==> src/oflow_iou_defs.svh <==
// overlap engine widths and register map
`ifndef OFLOW_IOU_DEFS_SVH
`define OFLOW_IOU_DEFS_SVH

// datapath widths
`define COORD_LEN 10
`define AREA_LEN 20
`define FRAC_LEN 16
// one integer bit so a ratio of exactly one fits
`define QUOT_LEN (`FRAC_LEN + 1)

// apb bus widths
`define APB_ADDR_LEN 8
`define APB_DATA_LEN 32

// register offsets
`define ADDR_K_TL 8'h00
`define ADDR_K_BR 8'h04
`define ADDR_H_TL 8'h08
`define ADDR_H_BR 8'h0C
`define ADDR_CTRL 8'h10
`define ADDR_STATUS 8'h14
`define ADDR_RESULT 8'h18

// field positions inside a corner word
`define X_LSB 0
`define Y_LSB 16

// ctrl start bit
`define CTRL_START_BIT 0

`endif

==> src/oflow_iou_pkg.sv <==
// overlap engine shared types
`include "oflow_iou_defs.svh"

package oflow_iou_pkg;

	// ----------------------------------------
	// datapath types
	// ----------------------------------------

	// one box coordinate, x or y
	typedef logic [`COORD_LEN-1:0] coord_t;

	// box area, intersection or union
	typedef logic [`AREA_LEN-1:0] area_t;

	// q0.16 ratio or distance
	typedef logic [`FRAC_LEN-1:0] ratio_t;

	// ----------------------------------------
	// controller states
	// ----------------------------------------
	typedef enum logic [1:0] {
		ST_IDLE,
		ST_AREA,
		ST_DIVIDE,
		ST_RESULT
	} iou_state_t;

endpackage

==> src/oflow_iou_apb_regs.sv <==
// apb register file
`include "oflow_iou_defs.svh"

module oflow_iou_apb_regs (
	input  logic                       clk,
	input  logic                       reset_N,
	input  logic                       psel,
	input  logic                       penable,
	input  logic                       pwrite,
	input  logic [`APB_ADDR_LEN-1:0]   paddr,
	input  logic [`APB_DATA_LEN-1:0]   pwdata,
	input  logic                       result_we,
	input  logic                       busy,
	input  oflow_iou_pkg::ratio_t      ratio,
	input  oflow_iou_pkg::ratio_t      distance,
	output logic [`APB_DATA_LEN-1:0]   prdata,
	output logic                       pready,
	output logic                       pslverr,
	output logic                       start,
	output logic                       irq,
	output oflow_iou_pkg::coord_t      k_x_tl,
	output oflow_iou_pkg::coord_t      k_y_tl,
	output oflow_iou_pkg::coord_t      k_x_br,
	output oflow_iou_pkg::coord_t      k_y_br,
	output oflow_iou_pkg::coord_t      h_x_tl,
	output oflow_iou_pkg::coord_t      h_y_tl,
	output oflow_iou_pkg::coord_t      h_x_br,
	output oflow_iou_pkg::coord_t      h_y_br
);
	import oflow_iou_pkg::*;

	logic                     access;
	logic                     wr_en;
	logic                     mapped;
	logic                     done;
	logic [`APB_DATA_LEN-1:0] result_q;
	logic [`APB_DATA_LEN-1:0] rd_data;

	// pack x and y into one corner word, spare bits zero
	function automatic logic [`APB_DATA_LEN-1:0] corner_word(input coord_t x, input coord_t y);
		logic [`APB_DATA_LEN-1:0] w;
		w = '0;
		w[`X_LSB +: `COORD_LEN] = x;
		w[`Y_LSB +: `COORD_LEN] = y;
		return w;
	endfunction

	// ----------------------------------------
	// apb decode
	// ----------------------------------------
	// access phase of a transfer
	assign access = psel & penable;
	// unmapped writes never land
	assign wr_en = access & pwrite & mapped;

	// read mux, also flags unmapped offsets
	always_comb begin
		mapped = 1'b1;
		rd_data = '0;
		case (paddr)
			`ADDR_K_TL: rd_data = corner_word(k_x_tl, k_y_tl);
			`ADDR_K_BR: rd_data = corner_word(k_x_br, k_y_br);
			`ADDR_H_TL: rd_data = corner_word(h_x_tl, h_y_tl);
			`ADDR_H_BR: rd_data = corner_word(h_x_br, h_y_br);
			// start is self clearing
			`ADDR_CTRL: rd_data = '0;
			// busy in bit 0, done in bit 1
			`ADDR_STATUS: rd_data = `APB_DATA_LEN'({done, busy});
			`ADDR_RESULT: rd_data = result_q;
			default: mapped = 1'b0;
		endcase
	end

	assign prdata = rd_data;
	assign pready = 1'b1;
	assign pslverr = access & ~mapped;
	assign irq = done;

	// ----------------------------------------
	// box corner registers
	// ----------------------------------------
	always_ff @(posedge clk or negedge reset_N) begin
		if (!reset_N) begin
			k_x_tl <= '0;
			k_y_tl <= '0;
			k_x_br <= '0;
			k_y_br <= '0;
			h_x_tl <= '0;
			h_y_tl <= '0;
			h_x_br <= '0;
			h_y_br <= '0;
		end else if (wr_en) begin
			case (paddr)
				`ADDR_K_TL: begin
					k_x_tl <= pwdata[`X_LSB +: `COORD_LEN];
					k_y_tl <= pwdata[`Y_LSB +: `COORD_LEN];
				end
				`ADDR_K_BR: begin
					k_x_br <= pwdata[`X_LSB +: `COORD_LEN];
					k_y_br <= pwdata[`Y_LSB +: `COORD_LEN];
				end
				`ADDR_H_TL: begin
					h_x_tl <= pwdata[`X_LSB +: `COORD_LEN];
					h_y_tl <= pwdata[`Y_LSB +: `COORD_LEN];
				end
				`ADDR_H_BR: begin
					h_x_br <= pwdata[`X_LSB +: `COORD_LEN];
					h_y_br <= pwdata[`Y_LSB +: `COORD_LEN];
				end
				default: ;
			endcase
		end
	end

	// ----------------------------------------
	// start, done and result
	// ----------------------------------------
	always_ff @(posedge clk or negedge reset_N) begin
		if (!reset_N) begin
			start <= 1'b0;
			done <= 1'b0;
			result_q <= '0;
		end else begin
			// one cycle pulse after the ctrl write, dropped while busy
			start <= wr_en && (paddr == `ADDR_CTRL) && pwdata[`CTRL_START_BIT] && !busy;
			// sticky until the next accepted start
			if (result_we)
				done <= 1'b1;
			else if (start)
				done <= 1'b0;
			// distance high, ratio low
			if (result_we)
				result_q <= {distance, ratio};
		end
	end

endmodule

==> src/oflow_iou_ctrl.sv <==
// overlap scoring controller
`include "oflow_iou_defs.svh"

module oflow_iou_ctrl (
	input  logic                  clk,
	input  logic                  reset_N,
	input  logic                  start,
	input  logic                  div_done,
	input  logic [`QUOT_LEN-1:0]  quotient,
	output logic                  load_boxes,
	output logic                  div_start,
	output logic                  result_we,
	output logic                  busy,
	output oflow_iou_pkg::ratio_t ratio,
	output oflow_iou_pkg::ratio_t distance
);
	import oflow_iou_pkg::*;

	// largest q0.16 value, stands in for one
	localparam ratio_t RATIO_MAX = {`FRAC_LEN{1'b1}};

	iou_state_t state;
	iou_state_t next_state;
	ratio_t     ratio_sat;

	// ----------------------------------------
	// state register
	// ----------------------------------------
	always_ff @(posedge clk or negedge reset_N) begin
		if (!reset_N)
			state <= ST_IDLE;
		else
			state <= next_state;
	end

	// next state
	always_comb begin
		next_state = state;
		case (state)
			// wait for an accepted start
			ST_IDLE:
				if (start)
					next_state = ST_AREA;
			// boxes latched in this cycle
			ST_AREA: next_state = ST_DIVIDE;
			// hold until the divider finishes
			ST_DIVIDE:
				if (div_done)
					next_state = ST_RESULT;
			ST_RESULT: next_state = ST_IDLE;
			default: next_state = ST_IDLE;
		endcase
	end

	// ----------------------------------------
	// stage strobes
	// ----------------------------------------
	assign load_boxes = (state == ST_AREA);
	assign result_we = (state == ST_RESULT);
	assign busy = (state != ST_IDLE);

	// div_start lands in the first divide cycle, overlap outputs valid by then
	always_ff @(posedge clk or negedge reset_N) begin
		if (!reset_N)
			div_start <= 1'b0;
		else
			div_start <= (state == ST_AREA);
	end

	// ----------------------------------------
	// result forming
	// ----------------------------------------
	// quotient of exactly one clips to the max fraction
	assign ratio_sat = quotient[`QUOT_LEN-1] ? RATIO_MAX : quotient[`FRAC_LEN-1:0];

	// captured on div_done, written out in the result state
	always_ff @(posedge clk) begin
		if (div_done) begin
			ratio <= ratio_sat;
			// overlap distance, one minus iou
			distance <= RATIO_MAX - ratio_sat;
		end
	end

endmodule

==> src/oflow_iou_overlap.sv <==
// box intersection and union datapath
`include "oflow_iou_defs.svh"

module oflow_iou_overlap (
	input  logic                  clk,
	input  logic                  reset_N,
	input  logic                  load_boxes,
	input  oflow_iou_pkg::coord_t k_x_tl,
	input  oflow_iou_pkg::coord_t k_y_tl,
	input  oflow_iou_pkg::coord_t k_x_br,
	input  oflow_iou_pkg::coord_t k_y_br,
	input  oflow_iou_pkg::coord_t h_x_tl,
	input  oflow_iou_pkg::coord_t h_y_tl,
	input  oflow_iou_pkg::coord_t h_x_br,
	input  oflow_iou_pkg::coord_t h_y_br,
	output oflow_iou_pkg::area_t  inter_area,
	output oflow_iou_pkg::area_t  union_area
);
	import oflow_iou_pkg::*;

	coord_t             k_w, k_h, h_w, h_h;
	coord_t             i_w, i_h;
	area_t              k_area, h_area, i_area;
	logic [`AREA_LEN:0] area_sum;

	function automatic coord_t coord_max(input coord_t a, input coord_t b);
		return (a > b) ? a : b;
	endfunction

	function automatic coord_t coord_min(input coord_t a, input coord_t b);
		return (a < b) ? a : b;
	endfunction

	// hi minus lo, zero when the edges cross
	function automatic coord_t span(input coord_t lo, input coord_t hi);
		return (hi > lo) ? coord_t'(hi - lo) : '0;
	endfunction

	// ----------------------------------------
	// widths and heights
	// ----------------------------------------
	assign k_w = span(k_x_tl, k_x_br);
	assign k_h = span(k_y_tl, k_y_br);
	assign h_w = span(h_x_tl, h_x_br);
	assign h_h = span(h_y_tl, h_y_br);
	// intersection rectangle, larger tl against smaller br
	assign i_w = span(coord_max(k_x_tl, h_x_tl), coord_min(k_x_br, h_x_br));
	assign i_h = span(coord_max(k_y_tl, h_y_tl), coord_min(k_y_br, h_y_br));

	// 10x10 products fit the area width
	assign k_area = k_w * k_h;
	assign h_area = h_w * h_h;
	assign i_area = i_w * i_h;
	// one extra bit before subtracting the overlap
	assign area_sum = k_area + h_area;

	// latched on load_boxes so boxes may change mid run
	always_ff @(posedge clk or negedge reset_N) begin
		if (!reset_N) begin
			inter_area <= '0;
			union_area <= '0;
		end else if (load_boxes) begin
			inter_area <= i_area;
			union_area <= area_t'(area_sum - i_area);
		end
	end

endmodule

==> src/oflow_iou_div.sv <==
// restoring fraction divider
`include "oflow_iou_defs.svh"

module oflow_iou_div #(
	parameter int NUM_LEN  = `AREA_LEN,
	parameter int DEN_LEN  = `AREA_LEN,
	parameter int QUOT_LEN = `QUOT_LEN
) (
	input  logic                clk,
	input  logic                reset_N,
	input  logic                div_start,
	input  logic [NUM_LEN-1:0]  numer,
	input  logic [DEN_LEN-1:0]  denom,
	output logic [QUOT_LEN-1:0] quotient,
	output logic                div_done
);
	// one integer bit above the fraction
	localparam int FRAC = QUOT_LEN - 1;
	localparam int CNT_LEN = $clog2(QUOT_LEN);

	logic [DEN_LEN:0]   rem, rem_in, trial, rem_next;
	logic [QUOT_LEN-1:0] bits, bits_in;
	logic [QUOT_LEN-1:0] quot, quot_in;
	logic [DEN_LEN-1:0] den_q, den_in;
	logic               den_zero;
	logic               running;
	logic [CNT_LEN-1:0] cnt;
	logic               step;
	logic               ge;

	// ----------------------------------------
	// one quotient bit per step
	// ----------------------------------------
	// first step runs in the div_start cycle straight off the inputs
	assign step = div_start | running;
	// numer never exceeds denom, so only the low QUOT_LEN dividend bits
	// produce quotient bits and the rest seed the remainder
	assign rem_in = div_start ? (DEN_LEN+1)'(numer >> 1) : rem;
	assign bits_in = div_start ? {numer[0], {FRAC{1'b0}}} : bits;
	assign quot_in = div_start ? '0 : quot;
	assign den_in = div_start ? denom : den_q;

	// shift in next dividend bit, trial subtract
	assign trial = {rem_in[DEN_LEN-1:0], bits_in[QUOT_LEN-1]};
	assign ge = (trial >= {1'b0, den_in});
	assign rem_next = ge ? trial - {1'b0, den_in} : trial;

	always_ff @(posedge clk) begin
		if (step) begin
			rem <= rem_next;
			bits <= {bits_in[QUOT_LEN-2:0], 1'b0};
			quot <= {quot_in[QUOT_LEN-2:0], ge};
		end
		if (div_start) begin
			den_q <= denom;
			den_zero <= (denom == '0);
		end
	end

	// empty union scores zero
	assign quotient = den_zero ? '0 : quot;

	// step counter, done one cycle after the last step
	always_ff @(posedge clk or negedge reset_N) begin
		if (!reset_N) begin
			running <= 1'b0;
			cnt <= '0;
			div_done <= 1'b0;
		end else begin
			div_done <= 1'b0;
			if (div_start) begin
				running <= 1'b1;
				cnt <= CNT_LEN'(QUOT_LEN - 1);
			end else if (running) begin
				cnt <= cnt - 1'b1;
				if (cnt == CNT_LEN'(1)) begin
					running <= 1'b0;
					div_done <= 1'b1;
				end
			end
		end
	end

endmodule

==> src/oflow_iou_top.sv <==
// overlap scoring engine top
`include "oflow_iou_defs.svh"

module oflow_iou_top (
	input  logic                     clk,
	input  logic                     reset_N,
	input  logic                     psel,
	input  logic                     penable,
	input  logic                     pwrite,
	input  logic [`APB_ADDR_LEN-1:0] paddr,
	input  logic [`APB_DATA_LEN-1:0] pwdata,
	output logic [`APB_DATA_LEN-1:0] prdata,
	output logic                     pready,
	output logic                     pslverr,
	output logic                     irq
);
	import oflow_iou_pkg::*;

	// ----------------------------------------
	// internal nets
	// ----------------------------------------
	// box corners, register file to overlap
	coord_t               k_x_tl, k_y_tl, k_x_br, k_y_br;
	coord_t               h_x_tl, h_y_tl, h_x_br, h_y_br;
	// control strobes
	logic                 start, load_boxes, div_start, div_done;
	logic                 result_we, busy;
	// datapath values
	area_t                inter_area, union_area;
	logic [`QUOT_LEN-1:0] quotient;
	ratio_t               ratio, distance;

	oflow_iou_apb_regs u_regs (
		.clk(clk), .reset_N(reset_N),
		.psel(psel), .penable(penable), .pwrite(pwrite), .paddr(paddr), .pwdata(pwdata),
		.result_we(result_we), .busy(busy), .ratio(ratio), .distance(distance),
		.prdata(prdata), .pready(pready), .pslverr(pslverr), .start(start), .irq(irq),
		.k_x_tl(k_x_tl), .k_y_tl(k_y_tl), .k_x_br(k_x_br), .k_y_br(k_y_br),
		.h_x_tl(h_x_tl), .h_y_tl(h_y_tl), .h_x_br(h_x_br), .h_y_br(h_y_br)
	);

	oflow_iou_ctrl u_ctrl (
		.clk(clk), .reset_N(reset_N), .start(start),
		.div_done(div_done), .quotient(quotient),
		.load_boxes(load_boxes), .div_start(div_start), .result_we(result_we),
		.busy(busy), .ratio(ratio), .distance(distance)
	);

	oflow_iou_overlap u_overlap (
		.clk(clk), .reset_N(reset_N), .load_boxes(load_boxes),
		.k_x_tl(k_x_tl), .k_y_tl(k_y_tl), .k_x_br(k_x_br), .k_y_br(k_y_br),
		.h_x_tl(h_x_tl), .h_y_tl(h_y_tl), .h_x_br(h_x_br), .h_y_br(h_y_br),
		.inter_area(inter_area), .union_area(union_area)
	);

	// intersection over union, q0.16 plus one integer bit
	oflow_iou_div #(
		.NUM_LEN(`AREA_LEN), .DEN_LEN(`AREA_LEN), .QUOT_LEN(`QUOT_LEN)
	) u_div (
		.clk(clk), .reset_N(reset_N), .div_start(div_start),
		.numer(inter_area), .denom(union_area),
		.quotient(quotient), .div_done(div_done)
	);

endmodule

==> config.mk <==
export PLATFORM = sky130hd
export DESIGN_NAME = oflow_iou_top
export DESIGN_NICKNAME = d
export VERILOG_FILES = /design/src/oflow_iou_pkg.sv /design/src/oflow_iou_apb_regs.sv /design/src/oflow_iou_ctrl.sv /design/src/oflow_iou_overlap.sv /design/src/oflow_iou_div.sv /design/src/oflow_iou_top.sv
export VERILOG_INCLUDE_DIRS = /design/src
export SDC_FILE = /design/constraint.sdc
export NUM_CORES = 1
export LEC_CHECK = 0
export ABC_AREA = 1
export BUFFER_PORTS_ARGS = -buffer_cell sky130_fd_sc_hd__buf_2
export CELL_PAD_IN_SITES_DETAIL_PLACEMENT = 2
export CELL_PAD_IN_SITES_GLOBAL_PLACEMENT = 2
export CORE_UTILIZATION = 32
export CTS_CLUSTER_SIZE = 28
export DETAILED_ROUTE_END_ITERATION = 10
export PLACE_DENSITY = 0.79
export SKIP_LAST_GASP = 1
export SLEW_MARGIN = 20
export SYNTH_ARGS = -nofsm -noshare
export SYNTH_HDL_FRONTEND = slang
export SYNTH_SLANG_ARGS = --single-unit
export TNS_END_PERCENT = 20
==> constraint.sdc <==
create_clock -name clk -period 36.4 [get_ports clk]
set_input_delay 1.82 -clock clk [delete_from_list [all_inputs] [get_ports clk]]
set_output_delay 1.82 -clock clk [all_outputs]
set_load 0.01 [all_outputs]
==> results.py <==
metrics = {
    "die": {
        "die_width_microns": 290.3,
        "pin_count": 80,
        "coreArea_sq_mm": 0.08211,
        "die_area_sq_mm": 0.08427,
        "rows": 105,
        "start_util": 0.3239,
        "chipHeight_microns": 290.3,
    },
    "clocking": {
        "cts-hold-fix-buffers": 0,
        "cts_setup_buffers": 0,
        "cts_max_level": 1,
        "post_cts_resized": 0,
        "cts.clk_slew.worst_paths_ns": 0.06,
        "cts_buffers": 30,
        "clock_latency_ns": 0.60,
        "cts_sinks": 254,
        "clock_path_buffers": 3,
        "cts_root_buf": "clkbuf_16",
        "cts_tree": "done",
    },
    "synthesis": {
        "synthSimpleGateAreaFrac": 0.2005,
        "ys_seq_elements": 254,
        "synth_cell_types": 64,
        "synth_edf_count": 70,
        "ys_seq_area_frac": 0.2484,
        "syn_avg_cell_area_sq_um": 8.009,
        "netlist_area_sq_mm": 0.02660,
        "yosysWarnings": 0,
        "syn_nets": 3886,
        "synth_async_sr_flop_share": 0.6457,
        "synth_top_family_by_area": "adder cells",
        "syn_inst": 3321,
        "synth_xor_area_frac": 0.01811,
        "ys_dominant_reg_cell": "dfrtp_1",
        "synth-compound-area-share": 0.1056,
        "synthAdderAreaFrac": 0.3143,
        "synth.area.mux_share": 0.003387,
    },
    "drt": {
        "viasPerCell": 5.078,
        "num_vias": 22680,
        "wire_per_inst_microns": 21.03,
        "route.detailed.drc": 0,
        "postRouteAntennaNets": 0,
        "first_pass_iters": 5,
        "first_iter_violations": 953,
        "drt_wl_total_microns": 93940,
    },
    "global_routing": {
        "grt_pass1_wl_microns": 149400,
        "antenna_found_initial": 1,
        "grt_use_total": 0.2270,
        "grt_pass1_vias": 26150,
        "gr-total-overflow": 0,
        "grt_max_degree": 76,
    },
    "sta": {
        "layout_min_cycle_time_ns": 13.97,
        "hold_slack_ns": 0.4589,
        "tns_ns": 0,
        "skew_ns": 0.01453,
        "fmax_ghz": 0.07156,
        "maxSlewViolCount": 0,
        "tightest_slew_ns": 1.094,
        "fin_crit_sh": 0.3839,
        "rsz0062_at_grt": "false",
        "setup_viol": 0,
        "timing_hold_violations_final": 0,
        "slew_headroom": 0.2642,
    },
    "power_and_ir_drop": {
        "total_power_mw": 1.319,
        "power.leakage_nw": 14.72,
        "ir_drop_v": 0.00003957,
        "pwr_density_cell_mw_per_mm2": 45.17,
    },
    "cells_and_area": {
        "layout_common_cells": "733 x nand2_1, 671 x inv_1, 272 x ha_1, 257 x nor2_1, 247 x fa_1",
        "drive_gt1_frac": 0.07978,
        "diodes": 0,
        "final_core_util": 0.3558,
        "nets": 3938,
        "layout_commonest_cell": "nand2_1",
        "area_growth_pct": 9.832,
        "num-fill-cells": 9409,
        "instances_no_fill": 4467,
    },
    "worst_setup_path": {
        "crit_fanout": 20,
        "cp_common_cell": "fa_1",
        "cp_slowest_cell": "fa_1",
        "rrSetupSlack_ns": 22.43,
        "max_stage_delay_ns": 0.56,
        "start_kind": "register",
        "cp-end-kind": "register",
        "cp.required_ns": 36.88,
        "worstPathArrival_ns": 14.46,
        "crit_type": "register to register",
    },
    "placement": {
        "gp_congestion": 0.8606,
        "dp.cells": 4411,
        "io_buffers": 66,
        "dp_hpwl_microns": 76340,
    },
    "outcome": {
        "status": "completed",
    },
    "job": {
        "cap_violations": 0,
    },
    "worst_hold_path": {
        "holdCritPathClass": "register to register",
    },
}
-- cell usage after synthesis (18+ instances only) --
cell | instances | area [sq um]
inv_2 | 21 | 78.83
or2_2 | 30 | 187.7
nand4_1 | 31 | 193.9
nand3_1 | 85 | 425.4
fa_1 | 247 | 4945
a21oi_1 | 151 | 755.7
nand2_1 | 734 | 2755
edfxtp_1 | 70 | 2102
inv_1 | 671 | 2519
dfxtp_1 | 20 | 400.4
dfrtp_1 | 164 | 4104
clkbuf_1 | 58 | 217.7
xor2_1 | 32 | 280.3
o22ai_1 | 24 | 150.1
xnor2_1 | 23 | 201.4
nor2_1 | 257 | 964.7
o21ai_0 | 235 | 1176
o221ai_1 | 18 | 157.7
ha_1 | 273 | 3416
-- cell families after synthesis --
| kind of cell | count (synthesis) |
|---|---|
| muxes | 8 |
| buffers and inverters | 762 |
| and+or+nand+nor | 1223 |
| AOI/OAI and AO/OA | 498 |
| xor gates and xnor gates | 55 |
| other | 1 |
| DFF | 254 |
| adders and majority gates | 520 |
-- worst max-delay path, delay by kind of cell, from the launching register on --
family / cells / cell delay [ns]
AOI/OAI and AO/OA: 7 / 1.20
xor gates and xnor gates: 1 / 0.50
adders and majority gates: 17 / 7.37
buffers and inverters: 14 / 1.19
DFF: 1 / 0.39
and+or+nand+nor: 23 / 3.20
-- final timing paths --
path	start	to	cells past startpoint
worst max-delay path	u_regs.h_x_tl[8]	u_overlap.union_area[19]	62
worst min-delay path	u_ctrl.ratio[14]	u_regs.result_q[14]	2
worst max register to register	u_regs.h_x_tl[8]	u_overlap.union_area[19]	62
worst min register to register	u_ctrl.ratio[14]	u_regs.result_q[14]	2
max in group asynchronous	reset_N	u_regs.h_y_tl[6]	2
min in group asynchronous	reset_N	u_regs.h_x_tl[1]	1
-- area by class of cell --
class | instances | area [sq um] | area share
Clock buffer | 37 | 818.3 | 0.02801
Clock inverter | 19 | 250.2 | 0.008566
Multi-Input combinational cell | 2305 | 17090 | 0.5852
Inverter | 698 | 2631 | 0.09008
Timing Repair Buffer | 84 | 471.7 | 0.01615
Sequential cell | 254 | 6608 | 0.2262
Tap cell | 1070 | 1339 | 0.04583
-- metal layers --
| metal | vias to the layer above | global-route usage | share of wire |
|---|---|---|---|
| met2 | 379 | 0.4090 | 0.50 |
| met1 | 11600 | 0.2815 | 0.43 |
| met4 | 0 | 0.08212 | 0.039 |
| met3 | 165 | 0.01935 | 0.030 |
| li1 | 10540 | - | - |
| met5 | - | 0 | 0 |
-- registers in the layout (all words and copies together) (netlist names), 16 cells and up --
signal	cells
u_ctrl.distance	16
u_ctrl.ratio	16
u_div.quot	17
u_overlap.inter_area	20
u_div.rem	20
u_overlap.union_area	20
u_div.den_q	20
u_regs.result_q	32
-- stage by stage --
stage | area (sq um) | setup WS (ns)
after CTS | 29200 | 22.04
after detailed placement | 28130 | 22.10
after global routing | 29210 | 21.35
after global placement | 28130 | 22.34
final | 29210 | 22.43
after floorplan | 26600 | 24.80
-- where the power goes --
group,internal (mW),leakage (nW),total [mW],switching (mW)
sequential,0.384,3.07,0.412,0.0279
combinational,0.176,11.1,0.577,0.401
clock,0.196,0.513,0.331,0.135
(Power assumes the default switching activity.)
